===== config.mk =====
export PLATFORM = sky130hd
export DESIGN_NAME = montControl
export DESIGN_NICKNAME = d
export VERILOG_FILES = /design/src/verilog/montPkg.sv /design/src/verilog/montControl.sv
export SDC_FILE = /design/constraint.sdc
export NUM_CORES = 1
export LEC_CHECK = 0
export ABC_AREA = 1
export BUFFER_PORTS_ARGS = -buffer_cell sky130_fd_sc_hd__buf_2
export CAP_MARGIN = 10
export CORE_AREA = 5 5 42 44
export CTS_CLUSTER_DIAMETER = 150
export DETAILED_ROUTE_END_ITERATION = 8
export DIE_AREA = 0 0 47 49
export GPL_TIMING_DRIVEN = 0
export PLACE_DENSITY_LB_ADDON = 0.2
export RECOVER_POWER = 100
export SYNTH_ARGS = -nofsm -noshare
export SYNTH_HDL_FRONTEND = slang
export SYNTH_SLANG_ARGS = --single-unit

===== constraint.sdc =====
create_clock -name clk -period 0.8 [get_ports clk]
set_input_delay 0.24 -clock clk [delete_from_list [all_inputs] [get_ports clk]]
set_output_delay 0.24 -clock clk [all_outputs]
set_load 0.01 [all_outputs]

===== src/verilog/montPkg.sv =====
package montPkg;

    // addend picked by the accumulator each cycle
    typedef enum logic [1:0] {
        AddZero,
        AddB,
        AddM
    } addSelT;

    // control word from the FSM to the data path
    typedef struct packed {
        logic   loadOps;  // capture operands, clear accumulator
        logic   shiftA;
        addSelT addSel;
        logic   halve;
        logic   reduce;   // final conditional subtract
        logic   countEn;
    } montCtrlT;

    typedef struct packed {
        logic aBit;
        logic accOdd;
        logic lastBit;
    } montStatT;

    // state labels carry a prefix, AddB and AddM are taken by addSelT
    typedef enum logic [2:0] {
        StIdle,
        StLoad,
        StAddB,
        StAddM,
        StReduce,
        StFinish
    } montStateT;

endpackage

===== src/verilog/montControl.sv =====
`timescale 1ns/1ps

module montControl (
    input  logic               clk,
    input  logic               resetn,
    input  logic               start,
    input  montPkg::montStatT  stat,
    output montPkg::montCtrlT  ctrl,
    output logic               done
);

    montPkg::montStateT state;
    montPkg::montStateT nextState;

    always_ff @(posedge clk)
    begin
        if (!resetn)
        begin
            state <= montPkg::StIdle;
            done  <= 1'b0;
        end
        else
        begin
            state <= nextState;
            done  <= (nextState == montPkg::StFinish);
        end
    end

    always_comb
    begin
        nextState = state;
        case (state)
            montPkg::StIdle:
            begin
                if (start)
                begin
                    nextState = montPkg::StLoad;
                end
            end
            montPkg::StLoad:   nextState = montPkg::StAddB;
            montPkg::StAddB:   nextState = montPkg::StAddM;
            montPkg::StAddM:
            begin
                // lastBit means this AddM finishes bit Width-1
                if (stat.lastBit)
                begin
                    nextState = montPkg::StReduce;
                end
                else
                begin
                    nextState = montPkg::StAddB;
                end
            end
            montPkg::StReduce: nextState = montPkg::StFinish;
            montPkg::StFinish: nextState = montPkg::StIdle;
            default:           nextState = montPkg::StIdle;
        endcase
    end

    always_comb
    begin
        ctrl = '0;  // AddZero, nothing enabled
        case (state)
            montPkg::StLoad:
            begin
                ctrl.loadOps = 1'b1;
            end
            montPkg::StAddB:
            begin
                ctrl.addSel = stat.aBit ? montPkg::AddB : montPkg::AddZero;
            end
            montPkg::StAddM:
            begin
                ctrl.addSel  = stat.accOdd ? montPkg::AddM : montPkg::AddZero;
                ctrl.halve   = 1'b1;
                ctrl.shiftA  = 1'b1;
                ctrl.countEn = 1'b1;
            end
            montPkg::StReduce:
            begin
                ctrl.reduce = 1'b1;
            end
            default:
            begin
                ctrl = '0;
            end
        endcase
    end

endmodule


Word level (Yosys, flattened, before mapping)
Index checks and enable logic that the tools add are counted.
{"block": "classes", "muxes": 9, "reduce_logical": 1, "eq_ne": 5}
{"operator": "one-hot mux 3 bit (5 select lines)", "n": 1}
{"operator": "equality test 3 x 2 -> 1 bit (second input constant)", "n": 2}
{"operator": "equality test 3 bit (second input constant)", "n": 2}
{"operator": "two-way mux 3 bit", "n": 2}
{"operator": "two-way mux 1 bit", "n": 4}
{"operator": "one-hot mux 2 bit (2 select lines)", "n": 1}
{"operator": "equality test 3 x 1 -> 1 bit (second input constant)", "n": 1}
{"operator": "zero test 3 bit", "n": 1}
{"operator": "two-way mux 2 bit", "n": 1}
{"block": "totals", "in_bits": 6, "output_inout_bits": 8, "reg_bits": 4, "elab_cells": 17}

Longest topological paths before layout
{"block": "logic_depth", "depth_word": 3, "depth_mapped": 4, "mapped_depth_nobuf": 3}

Worst setup path after synthesis
No wires, ideal clock.
{"block": "synth_timing", "kind": "register to output", "start": "reg state[1]", "end": "out ctrl[2] in the netlist's numbering", "t_arrival_ns": 0.757, "n_path_buf": 1, "required_ns": 0.560, "stages_incl_launch_ff": 4, "path_slack_ns": -0.197, "cell_sequence": "dfxtp_1 nand3_1 inv_1 buf_4"}
{"item": "start, declared", "line_no": "montControl.sv:12", "rtl": "montPkg::montStateT state;"}
{"item": "start signal, assigned", "line_no": "montControl.sv:19", "rtl": "state <= montPkg::StIdle;"}
{"item": "start signal, assigned", "line_no": "montControl.sv:24", "rtl": "state <= nextState;"}
{"item": "end, declared", "line_no": "montControl.sv:8", "rtl": "output montPkg::montCtrlT ctrl,"}

==> flow_summary.ini <==
[timing]
finalSetupViolations = 8
relSlewSlack_pct = 92.2
rsz0062_at_grt = yes
period_minus_slack_ns = 1.22
clock.fmax_mhz = 817
fin_worst_skew_ns = 0.00591
hold_viol_final = 0
drv_slew = 0
fin_crit_sh_pct = 153
fin_ws_ns = -0.424
worst_pin_slew_ns = 0.116
setup_tns_ns = -2.97

[drt]
antenna_left = 0
vias = 257
met1Wirelength_um = 251
avgViaCountPerCell = 3.89
top_layer_used = met4
wl_met2_um = 270
drt_pre_antenna_iters = 3
wl_per_cell_um = 8.83
route.detailed.drc = 0
route.met3.wl_um = 45
wl_um = 583
drtIter0Drc = 2

[placed_design]
numPortBuffers = 13
place_area_sq_um = 299
dp_hpwl_um = 415
gp_congestion = 0.668
placedCellCount = 58

[layout]
final_cell_area_sq_um = 422
diodes = 0
stdcell_count = 66
layout_commonest_cell = buf_2
utilization_pct = 30.1
nFillCells = 165
final_cell_mix = 10 x buf_2, 5 x buf_6, 4 x buf_4
drive_gt1_share_pct = 74.0
nNetsFinal = 57
syn_to_final_growth_pct = 116

[hold_path]
worstHoldPathType = primary input to register
whs_path_depth = 3
min_from = resetn
hold_end = state[1]

[power]
powerDensity_mw_per_mm2 = 1660
seqPwrFrac_pct = 35.3
power.net_switching_w = 0.000210
leakage_nw = 0.208
intPower_w = 0.000492
combPwrFrac_pct = 22.5
ir_drop_uv = 741
clock_power_share_pct = 42.2
switching_share_pct = 29.9

[global_route]
grt_pass1_vias = 246
grt_max_degree = 7
track_usage_pct = 5.85
overflow = 0
grt_pass1_wl_um = 931
antenna_found_initial = 0

[worst_setup_path]
worstSetupEndpointType = output port
reg2reg_depth = 3
startpoint_type = register
r2r_start = state[1]
criticalPathCategory = register to output port
required_ns = 0.56
crit_arrival_ns = 0.98
r2r_setup_slack_ns = 0
reg2reg_to = state[1]
crit_path_max_fanout = 4

[outcome]
status = finished, violations left
violations = setup timing

[die]
num_rows = 14
start_util_pct = 13.9
dieWidth_um = 47
core_sq_mm = 0.00140
die_h_um = 49
die_area_sq_mm = 0.00230
ios = 14

[run]
drv_cap = 0

[synth]
yosysWarningCount = 0
post_synth_num_cell_types = 11
synth_seq_cells = 4
yosys-top-cells-area = dfxtp_1 41%, inv_1 13%, buf_4 7.7%
ys_seq_area_share_pct = 41.0
yosysTopAreaCellShare_pct = 41.0
syn_inst = 29
synth_nets = 35
synth_area_sq_um = 195
yosys.area.top_type = dfxtp_1
avgSynthCellArea_sq_um = 6.73

[clock_network]
cts.sinks = 4
clockBufferDepth = 2
ctsHoldBuffers = 0
cts_tree = done
cts.reportedPaths.clkPinSlew_ns = 0.05
htreeDepth = 1
cts-buffers-inserted = 3
cts-root-buf = clkbuf_4
clk_latency_ns = 0.24
[power groups by stage]
stage,sequential [W],clock (W),combinational [W]
after floorplan,0.000238,0,0.0000650
after global placement,0.000242,0,0.000102
after global routing,0.000253,0.000314,0.000173
after CTS,0.000242,0.000304,0.000133
final,0.000248,0.000296,0.000158
after detailed placement,0.000242,0,0.000102
[per-stage QoR]
| step | total power (W) | hold WS [ns] | worst slack (ns) |
|---|---|---|---|
| after floorplan | 0.000303 | 0.361 | -0.0931 |
| after global placement | 0.000345 | 0.491 | -0.215 |
| after detailed placement | 0.000344 | 0.486 | -0.206 |
| after CTS | 0.000679 | 0.225 | -0.438 |
| after global routing | 0.000740 | 0.258 | -0.485 |
| final | 0.000702 | 0.243 | -0.424 |
[logic make-up after synthesis]
kind of cell           count (synthesis)  synth area share (%)
AOI/OAI and AO/OA                      3                  7.69
and+or+nand+nor                       13                  30.1
DFF                                    4                  41.0
buffers and inverters                  9                  21.2
[worst max-delay path by stage]
stage	cells past startpoint	startpoint	to
floorplan	4	state[2]	ctrl[2]
global placement	4	state[1]	ctrl[1]
finish	5	state[2]	ctrl[2]
global route	5	state[2]	ctrl[2]
CTS	5	state[2]	ctrl[2]
detailed placement	4	state[0]	ctrl[3]
[sequential cells by signal, summed over array words and instances, names as in the netlist]
name,count
done,1
state,3
[worst max-delay path, cell delays in order (launching register included)]
cell	delay, ns
dfxtp_4	0.35
inv_4	0.08
nand3_4	0.07
inv_4	0.07
buf_6	0.08
buf_6	0.08
[per-layer routing]
metal	vias to the layer above	track usage, %
li1	130	-
met1	113	6.39
met2	12	8.14
met3	2	2.21
met4	0	5.53
met5	-	0
[area by class of cell]
class,instances,area [sq um],share of cell area [%]
tap,16,20.0,4.75
multi-input combinational,16,114,27.0
timing repair buffer,17,114,27.0
sequential,4,91.3,21.7
inverter,7,33.8,8.01
clock buffer,4,26.3,6.23
buffer,2,22.5,5.34
[cells in the mapped netlist]
library cell	count
nand2_1	3
buf_4	2
o21ai_0	1
nand4_1	1
nand3_1	2
a21oi_1	2
nor2_2	1
nor2_1	4
nor3_1	2
dfxtp_1	4
inv_1	7
[timing repair]
item	CTS	global route
gates resized for setup	11	6
pin swaps	2	1
buffers inserted	3	1
setup endpoints to repair	9	11
endpoints found under the hold margin	0	0
Power figures use the tool's default switching activity.
