==> config.mk <==
export PLATFORM = sky130hd
export DESIGN_NAME = montBitCounter
export DESIGN_NICKNAME = d
export VERILOG_FILES = /design/src/verilog/montPkg.sv /design/src/verilog/montBitCounter.sv
export SDC_FILE = /design/constraint.sdc
export NUM_CORES = 1
export LEC_CHECK = 0
export ABC_AREA = 1
export BUFFER_PORTS_ARGS = -buffer_cell sky130_fd_sc_hd__buf_4
export CAP_MARGIN = 20
export CORE_AREA = 3 3 40 42
export DETAILED_ROUTE_END_ITERATION = 10
export DIE_AREA = 0 0 43 45
export HOLD_SLACK_MARGIN = 0.1
export SYNTH_ARGS = -nofsm -noshare
export SYNTH_HDL_FRONTEND = slang
export SYNTH_SLANG_ARGS = --single-unit
==> constraint.sdc <==
create_clock -name clk -period 1.82 [get_ports clk]
set_clock_uncertainty 0.05 [all_clocks]
set_input_delay 0.091 -clock clk [delete_from_list [all_inputs] [get_ports clk]]
set_output_delay 0.091 -clock clk [all_outputs]
set_load 0.05 [all_outputs]
==> src/verilog/montPkg.sv <==
package montPkg;

    // addend picked by the accumulator each cycle
    typedef enum logic [1:0] {
        AddZero,
        AddB,
        AddM
    } addSelT;

    // control word from the FSM to the data path
    typedef struct packed {
        logic   loadOps;  // capture operands, clear accumulator
        logic   shiftA;
        addSelT addSel;
        logic   halve;
        logic   reduce;   // final conditional subtract
        logic   countEn;
    } montCtrlT;

    typedef struct packed {
        logic aBit;
        logic accOdd;
        logic lastBit;
    } montStatT;

    // state labels carry a prefix, AddB and AddM are taken by addSelT
    typedef enum logic [2:0] {
        StIdle,
        StLoad,
        StAddB,
        StAddM,
        StReduce,
        StFinish
    } montStateT;

endpackage
==> src/verilog/montBitCounter.sv <==
`timescale 1ns/1ps

module montBitCounter #(
    parameter int Width = 512
) (
    input  logic               clk,
    input  logic               resetn,
    input  montPkg::montCtrlT  ctrl,
    output logic               lastBit
);

    localparam int CntW = $clog2(Width);

    logic [CntW-1:0] count;

    always_ff @(posedge clk)
    begin
        if (!resetn || ctrl.loadOps)
        begin
            count <= '0;
        end
        else if (ctrl.countEn)
        begin
            count <= count + 1'b1;
        end
    end

    assign lastBit = (count == CntW'(Width - 1));

    // no further step once the final bit was counted, until the next load
    noCountPastLast: assert property (
        @(posedge clk) disable iff (!resetn)
        (ctrl.countEn && lastBit) |=> (!ctrl.countEn until ctrl.loadOps)
    );

endmodule

After elaboration in Yosys (flattened, before gate mapping)

Cells that the tools add are included.

Word-level logic and storage cells: 5
Bits in registers: 9
Input port bits: 9
Output and inout bits: 1

Add/sub/neg operators: 1
Reduce and logical (&&, ||, !) cells: 2
Eq/ne operators: 1

Operators by type and width:

| cell                  | count |
|---|---|
| $add A9 B1 Y9 const B | 1 |
| $eq A9 B9 Y1 const B  | 1 |
| $logic_not A1 Y1      | 1 |
| $logic_or A1 B1 Y1    | 1 |

Logic depth before layout (Yosys ltp)

Gate-level depths: netlist of run 1.

Word-level depth: 2
Gate-level depth with buffers: 7
Mapped depth without buffers: 7

Worst setup path before layout of run 1

Ideal clock, no wire load.

Path kind: reg2out
Start: register count[0]
End: output lastBit
Required time: 1.679 ns
Arrival: 1.226 ns
Cell stages (with the launch flop): 5
Buffers on the path: 0
Path slack: 0.453 ns
Cell sequence: dfxtp_1 > ha_1 > nand2_1 > nor3_1 > ha_1

Longest elaborated chain between the ends: 1

Ends and longest elaborated chain:

| what                   | line                 | RTL |
|---|---|---|
| from (decl)            | montBitCounter.sv:14 | `logic [CntW-1:0] count;` |
| from (signal assigned) | montBitCounter.sv:24 | `count <= count + 1'b1;` |
| $eq A9 B9 Y1           | montBitCounter.sv:28 | `assign lastBit = (count == CntW'(Width - 1));` |
| to (decl)              | montBitCounter.sv:9  | `output logic lastBit` |

Every way passes these cells.

Worst setup path after layout of run 1

Same ends and word-level chain as after synthesis.

==> flow_summary_export.csv, run 1 <==
group,metric,value,unit
layout,final_cells,86,
floorplan,die_h,45,µm
placement,dp_cells,81,
global_route,grt.overflow.total,0,
global_route,grt_util_all_layers,0.0985,
floorplan,ioPinCount,10,
route,wire_per_inst,8.97,µm
global_route,antenna_found_initial,0,
clock_tree,cts_buffer_depth,2,
clock_tree,cts-root-buf,"clkbuf_4",
sta,finalSetupViolCount,0,
route,wl,771,µm
placement,place_ws,0.436,ns
logic_synthesis,synth_nets,73,
clock_tree,cts_tree,"done",
hold_path,hp-start,"ctrl[6]",
layout,diodes,0,
global_route,grt_pass1_vias,328,
layout,regMostFlops,"count",
sta,period_share,0.867,
hold_path,hold_class,"input port to flop",
layout,reg_top3,"count: 9 flops",
power_and_ir_drop,p_switching,0.0000840,W
route,drtAntennaViolNets,0,
worst_setup_path,startpoint_type,"flop",
sta,finalHoldViolCount,0,
layout,areaGrowthSynthToFinish,19.7,%
layout,largest_reg_flops,9,
clock_tree,cts_sinks,9,
logic_synthesis,synth-seq-cells,9,
sta,max_freq,634,MHz
power_and_ir_drop,p_int,0.000294,W
layout,final_util,0.402,
route,via_per_inst,4.62,
route,drt_iter0_markers,3,
floorplan,core_area,0.00128,mm²
sta,rsz0062_at_grt,"no",
global_route,grt_max_degree,10,
route,num_vias,397,
sta,fin_tns_setup,0,ns
clock_tree,h-tree-depth,1,
worst_setup_path,path_max_fanout,4,
logic_synthesis,yosysSeqAreaShare,0.417,
power_and_ir_drop,switching_share,0.222,
route,drt_first_pass_iters,4,
clock_tree,clock_latency,0.26,ns
logic_synthesis,synth_area,432,µm²
clock_tree,clkTransAtPathRegs,0.06,ns
placement,hpwl,581,µm
sta,min_period,1.58,ns
logic_synthesis,ys_warn_count,0,
worst_setup_path,cp.arrival,1.44,ns
worst_setup_path,startpoint,"count[0]",
floorplan,rows,13,
power_and_ir_drop,comb_power_share,0.056,
power_and_ir_drop,powerDensity,732,mW/mm²
run_status,status,"finished, final reports clean",
power_and_ir_drop,seqPwrFrac,0.534,
sta,relSlewSlack,0.641,
power_and_ir_drop,leakage,0.234,nW
worst_setup_path,rr_startpoint,"count[0]",
placement,io_buffers,4,
clock_tree,cts_resized,0,
global_route,grt_first_pass_wirelength,1.30,mm
logic_synthesis,syn_inst,62,
layout,nNetsFinal,83,
floorplan,die_x,43,µm
floorplan,fp.dieArea,0.00194,mm²
worst_setup_path,cp.required,1.68,ns
power_and_ir_drop,peakVddDrop,0.401,mV
sta,slew_viol_final,0,
worst_setup_path,crit_path_end_kind,"output pin",
logic_synthesis,ys_types,14,
floorplan,start_util,0.336,
sta,setup_slack,0.242,ns
placement,place.gp.congestion,0.727,
power_and_ir_drop,p_clk_frac,0.410,
logic_synthesis,syn_avg_cell_area,6.96,µm²
worst_setup_path,path_class,"flop to output pin",
route,drc,0,
sta,tightest_slew,0.537,ns
flow_run,max_cap_violations,0,
layout,drive_gt1_frac,0.155,
clock_tree,cts_made_buffers,3,
-- per-stage QoR --
stage               total power (W)  hold slack, ns  cell area [µm²]
floorplan                  0.000216           0.131              432
global placement           0.000225           0.283              480
detailed placement         0.000226           0.285              480
CTS                        0.000389           0.133              517
global route               0.000401           0.172              517
finish                     0.000378           0.140              517
-- cells in the final DEF, fill, tap and decap left out, drive strengths merged --
master	count
nand2	14
nor2	14
dfxtp	9
inv	8
o21ai	5
a21oi	4
buf	4
nand3	4
clkbuf	4
ha	2
nor3	1
nand4	1
dlygate4sd3	1
-- cell type report --
| cell class | count | area [µm²] |
|---|---|---|
| clock buffer | 4 | 26.3 |
| fill | 138 | 768 |
| inverter | 8 | 30.0 |
| multi-input combinational | 45 | 221 |
| sequential | 9 | 180 |
| tap | 15 | 18.8 |
| timing repair buffer | 5 | 40.0 |
-- Yosys cell counts, drive strengths merged --
library cell | number | area (µm²)
nor2 | 14 | 60.1
nand4 | 1 | 6.26
ha | 2 | 25.0
nor3 | 1 | 5.00
nand3 | 4 | 25.0
nand2 | 14 | 55.1
dfxtp | 9 | 180
o21ai | 5 | 25.0
inv | 8 | 30.0
a21oi | 4 | 20.0
-- kinds of logic after synthesis --
group | after synthesis | share of synthesized area
flip-flops | 9 | 0.417
adder cells (fa/ha/maj) | 2 | 0.0580
buffers and inverters | 8 | 0.0696
AND/OR/NAND/NOR | 34 | 0.351
AO/OA/AOI/OAI | 9 | 0.104
-- worst paths after layout --
kind                                  to  slack [ns]  depth (start not counted)
worst min register to register  count[3]        0.43                          1
worst max register to register  count[8]        0.44                          6
worst max-delay path             lastBit        0.24                          5
worst min-delay path            count[6]        0.14                          4
-- routing by layer --
layer	vias to the layer above	share of wire	track usage
met5	-	0	0
met4	0	0.049	0.108
met3	5	0.029	0.0359
met2	5	0.45	0.132
met1	172	0.47	0.114
li1	215	-	-
-- power groups by stage --
| stage | registers (W) | clock network (W) | logic (W) |
|---|---|---|---|
| 2_1_floorplan | 0.000206 | 0 | 0.0000104 |
| 3_3_place_gp | 0.000206 | 0 | 0.0000191 |
| 3_5_place_dp | 0.000206 | 0 | 0.0000198 |
| 4_1_cts | 0.000202 | 0.000165 | 0.0000216 |
| 5_1_grt | 0.000202 | 0.000174 | 0.0000249 |
| 6_report | 0.000202 | 0.000155 | 0.0000213 |
-- worst max-delay path: stages, from the launching register on --
cell     delay, ns
dfxtp_1       0.38
ha_1          0.18
nand2_1       0.07
nor3_1        0.18
ha_1          0.17
buf_4         0.19
-- timing repair --
item,CTS,global route
endpoints found under the setup margin,0,0
endpoints found under the hold margin,3,0
setup buffers,0,0
hold buffers,1,0
No activity file was read; power rests on OpenSTA's default activity.
==> inputs of run 2 (changes only) <==
CELL_PAD_IN_SITES_DETAIL_PLACEMENT = 2   (was default)
CELL_PAD_IN_SITES_GLOBAL_PLACEMENT = 2   (was default)
CORE_AREA = default   (was 3 3 40 42)
CORE_MARGIN = 3   (was default)
CORE_UTILIZATION = 26   (was default)
DIE_AREA = default   (was 0 0 43 45)
PLACE_DENSITY_LB_ADDON = 0.1   (was default)
==> run 2 against run 1 <==
  * Final cell count is 1.2% higher
  * Critical path depth is the same
  * Final area up 0.24%
==> flow_summary_export.csv, run 2 (synthesized netlist as in run 1, its figures left out) <==
group,metric,value,unit
sta,relSlewSlack,0.609,
placement,hpwl,744,µm
hold_path,hold_class,"input port to flop",
layout,drive_gt1_frac,0.155,
floorplan,ioPinCount,10,
clock_tree,postCtsSetupBuffers,0,
clock_tree,cts_buffer_depth,2,
clock_tree,cts_tree,"done",
floorplan,die_x,46.7,µm
layout,nNetsFinal,83,
worst_setup_path,crit_path_end_kind,"output pin",
route,num_vias,420,
run_status,status,"finished, final reports clean",
power_and_ir_drop,power,0.000387,W
layout,num-fill-cells,195,
global_route,antenna_found_initial,0,
global_route,grt_pass1_vias,368,
layout,ff_latch_area,180,µm²
placement,dp_cells,82,
layout,areaGrowthSynthToFinish,20.0,%
floorplan,start_util,0.280,
layout,reg_top3,"count: 9 flops",
layout,diodes,0,
sta,rsz0062_at_grt,"no",
sta,tightest_slew,0.585,ns
global_route,grt_util_all_layers,0.113,
layout,multiInputGateArea,221,µm²
floorplan,die_h,46.7,µm
clock_tree,h-tree-depth,1,
sta,max_freq,611,MHz
route,drc,0,
layout,final_cells,87,
sta,slew_viol_final,0,
route,via_per_inst,4.83,
worst_setup_path,cp.arrival,1.49,ns
worst_setup_path,startpoint_type,"flop",
route,wire_per_inst,11.5,µm
power_and_ir_drop,leakage,0.234,nW
clock_tree,clock_latency,0.27,ns
worst_setup_path,path_max_fanout,4,
layout,final_cell_mix,"nand2_1 (13), nor2_1 (13), dfxtp_1 (9)",
sta,finalSetupViolCount,0,
flow_run,max_cap_violations,0,
clock_tree,clkTransAtPathRegs,0.06,ns
clock_tree,cts_made_buffers,3,
sta,fin_tns_setup,0,ns
layout,largest_reg_flops,9,
placement,place.gp.congestion,0.689,
global_route,grt_max_degree,10,
sta,finalHoldViolCount,0,
global_route,grt.overflow.total,0,
global_route,grt_first_pass_wirelength,1.61,mm
placement,place_ws,0.394,ns
floorplan,core_area,0.00154,mm²
power_and_ir_drop,peakVddDrop,0.340,mV
layout,final_util,0.336,
placement,io_buffers,4,
worst_setup_path,path_class,"flop to output pin",
floorplan,fp.dieArea,0.00219,mm²
layout,regMostFlops,"count",
sta,min_period,1.64,ns
floorplan,rows,14,
route,drt_iter0_markers,4,
sta,period_share,0.899,
route,drtAntennaViolNets,0,
route,wl,997,µm
clock_tree,cts-root-buf,"clkbuf_4",
clock_tree,cts_sinks,9,
route,drt_first_pass_iters,4,
worst_setup_path,cp.required,1.68,ns
power_and_ir_drop,powerDensity,747,mW/mm²
sta,setup_slack,0.185,ns
## run 2: routing by layer
metal  track usage  share of wire  vias to the layer above
met5             0              0                        -
met2         0.159           0.43                        9
li1              -              -                      215
met3        0.0575          0.055                        5
met1         0.132           0.48                      191
met4        0.0829          0.034                        0
## run 2: area by class of cell
cell class,count,area share
clock buffers,4,0.0507
inverters,8,0.0580
flip-flops and latches,9,0.348
repair buffers,5,0.0773
well taps,16,0.0386
multi-input cells,45,0.428
## run 2: final timing paths
kind	start	end	slack, ns	cells after the start
min	ctrl[6]	count[5]	0.15	4
max reg2reg	count[0]	count[8]	0.40	6
max	count[0]	lastBit	0.18	5
min reg2reg	count[3]	count[3]	0.43	1
## run 2: where the power goes
group          leakage [nW]  internal (W)  switching, W
Clock                0.0150     0.0000851     0.0000785
Sequential           0.0728      0.000200    0.00000223
Combinational         0.146     0.0000100     0.0000115
## run 2: repair_timing
item / 4_1_cts / 5_1_grt
gates resized for setup: 0 / 0
hold endpoints to repair: 3 / 0
hold buffers: 1 / 0
## run 2: critical path, cell delays in order (launching register included)
cell and delay, ns:
dfxtp_1 0.38, ha_1 0.20, nand2_1 0.08, nor3_1 0.19, ha_1 0.18, buf_4 0.19
## run 2: stage by stage
step	hold WS [ns]	cell area [µm²]
6_report	0.146	518
5_1_grt	0.162	518
4_1_cts	0.144	518
3_5_place_dp	0.287	482
3_3_place_gp	0.284	482
2_1_floorplan	0.131	432
==> inputs of run 3 (changes only) <==
CELL_PAD_IN_SITES_DETAIL_PLACEMENT = default   (was 2)
CELL_PAD_IN_SITES_GLOBAL_PLACEMENT = default   (was 2)
CORE_AREA = 3 3 40 42   (was default)
CORE_MARGIN = default   (was 3)
CORE_UTILIZATION = default   (was 26)
DIE_AREA = 0 0 43 45   (was default)
PLACE_DENSITY = 0.64   (was default)
PLACE_DENSITY_LB_ADDON = default   (was 0.1)
==> run 3 against run 2 <==
  * Worst setup slack improved by 0.060 ns
  * Utilization is 6.6 points higher
  * Routed wire length is 21% lower
  * Sequential share of layout area up 0.084 points
  * Worst hold slack gained 0.00067 ns
  * Largest power group unchanged
==> flow_summary_export.csv, run 3 (synthesized netlist as in run 1, its figures left out) <==
group,metric,value,unit
worst_setup_path,cp.required,1.68,ns
power_and_ir_drop,comb_power_share,0.056,
placement,place_ws,0.441,ns
worst_setup_path,path_class,"flop to output pin",
power_and_ir_drop,powerDensity,740,mW/mm²
sta,rsz0062_at_grt,"no",
power_and_ir_drop,leakage,0.234,nW
route,drt_first_pass_iters,4,
route,wire_per_inst,9.17,µm
placement,io_buffers,4,
sta,fin_tns_setup,0,ns
layout,num-fill-cells,144,
worst_setup_path,path_delay_family,"flip-flops",
route,drt_iter0_markers,17,
floorplan,ioPinCount,10,
floorplan,core_area,0.00128,mm²
power_and_ir_drop,seqPwrFrac,0.528,
sta,holdWs,0.146,ns
sta,tightest_slew,0.563,ns
worst_setup_path,critical_path.cell_chain,"ha_1 -> nand2_1 -> nor3_1 -> ha_1 -> buf_4",
floorplan,die_x,43,µm
sta,finalHoldViolCount,0,
layout,final_util,0.402,
power_and_ir_drop,p_int,0.000294,W
layout,reg_top3,"count: 9 flops",
worst_setup_path,cp_num_buf_inv,1,
clock_tree,h-tree-depth,1,
placement,place.gp.congestion,0.731,
floorplan,die_h,45,µm
route,drc,0,
worst_setup_path,slowest_delay,0.38,ns
worst_setup_path,crit_path_end_kind,"output pin",
floorplan,start_util,0.336,
layout,multiInputGateArea,221,µm²
hold_path,hold_class,"input port to flop",
route,via_per_inst,4.55,
power_and_ir_drop,switching_share,0.230,
global_route,grt_util_all_layers,0.100,
clock_tree,cts_made_buffers,3,
layout,diodes,0,
sta,finalSetupViolCount,0,
floorplan,rows,13,
route,wl,789,µm
sta,max_freq,635,MHz
clock_tree,cts_sinks,9,
layout,largest_reg_flops,9,
layout,final_cell_mix,"nand2_1 (13), nor2_1 (13), dfxtp_1 (9)",
route,drtAntennaViolNets,0,
worst_setup_path,startpoint_type,"flop",
worst_setup_path,cp.arrival,1.43,ns
sta,slew_viol_final,0,
sta,min_period,1.58,ns
global_route,grt.overflow.total,0,
clock_tree,clock_latency,0.26,ns
placement,hpwl,577,µm
power_and_ir_drop,power,0.000382,W
power_and_ir_drop,p_switching,0.0000878,W
layout,ff_latch_area,180,µm²
power_and_ir_drop,p_clk_frac,0.416,
flow_run,max_cap_violations,0,
sta,relSlewSlack,0.623,
global_route,grt_max_degree,10,
layout,drive_gt1_frac,0.155,
clock_tree,cts_tree,"done",
layout,regMostFlops,"count",
power_and_ir_drop,peakVddDrop,0.441,mV
global_route,grt_first_pass_wirelength,1.35,mm
worst_setup_path,crit_top_cell,"ha_1",
global_route,antenna_found_initial,0,
layout,areaGrowthSynthToFinish,19.7,%
sta,period_share,0.866,
layout,nNetsFinal,83,
route,num_vias,391,
run_status,status,"finished, final reports clean",
worst_setup_path,crit_slowest_cell,"dfxtp_1",
floorplan,fp.dieArea,0.00194,mm²
clock_tree,clkTransAtPathRegs,0.06,ns
worst_setup_path,path_max_fanout,4,
clock_tree,cts-root-buf,"clkbuf_4",
global_route,grt_pass1_vias,316,
sta,setup_slack,0.245,ns
clock_tree,cts_buffer_depth,2,
[run 3: final timing paths]
path / startpoint / end / slack, ns / cells after the start
max reg2reg: count[0] / count[8] / 0.44 / 6
min: ctrl[6] / count[5] / 0.15 / 4
max: count[0] / lastBit / 0.24 / 5
min reg2reg: count[3] / count[3] / 0.43 / 1
[run 3: layer usage]
layer | wire length [µm] | track usage | vias up | part of all wire
met1 | 380 | 0.127 | 166 | 0.48
met5 | 0 | 0 | - | 0
met2 | 339 | 0.123 | 6 | 0.43
met4 | 39 | 0.108 | 0 | 0.049
li1 | - | - | 215 | -
met3 | 29 | 0.0359 | 4 | 0.037
[run 3: what timing repair did]
item | CTS | global route
endpoints found under the hold margin | 3 | 0
hold buffers | 1 | 0
resized for setup | 0 | 0
setup buffers | 0 | 0
[run 3: tightest hold or removal path, delay by kind of cell]
kind	cells	cell delay, ns
buf+inv	1	0.07
simple gates	3	0.25
[run 3: area by class of cell]
type / instances / area share
clock buffers: 4 / 0.0508
inverters: 8 / 0.0581
multi-input cells: 45 / 0.429
flip-flops and latches: 9 / 0.349
well taps: 15 / 0.0363
repair buffers: 5 / 0.0775
[run 3: power by group through the flow]
stage	clock network [W]	registers [W]	logic, W
floorplan	0	0.000206	0.0000104
detailed placement	0	0.000206	0.0000196
CTS	0.000163	0.000202	0.0000215
finish	0.000159	0.000202	0.0000213
global route	0.000168	0.000202	0.0000246
global placement	0	0.000206	0.0000191
[run 3: stage by stage]
step	area, µm²	std cells
floorplan	432	62
global placement	480	81
detailed placement	480	81
CTS	517	86
global route	517	86
finish	517	86
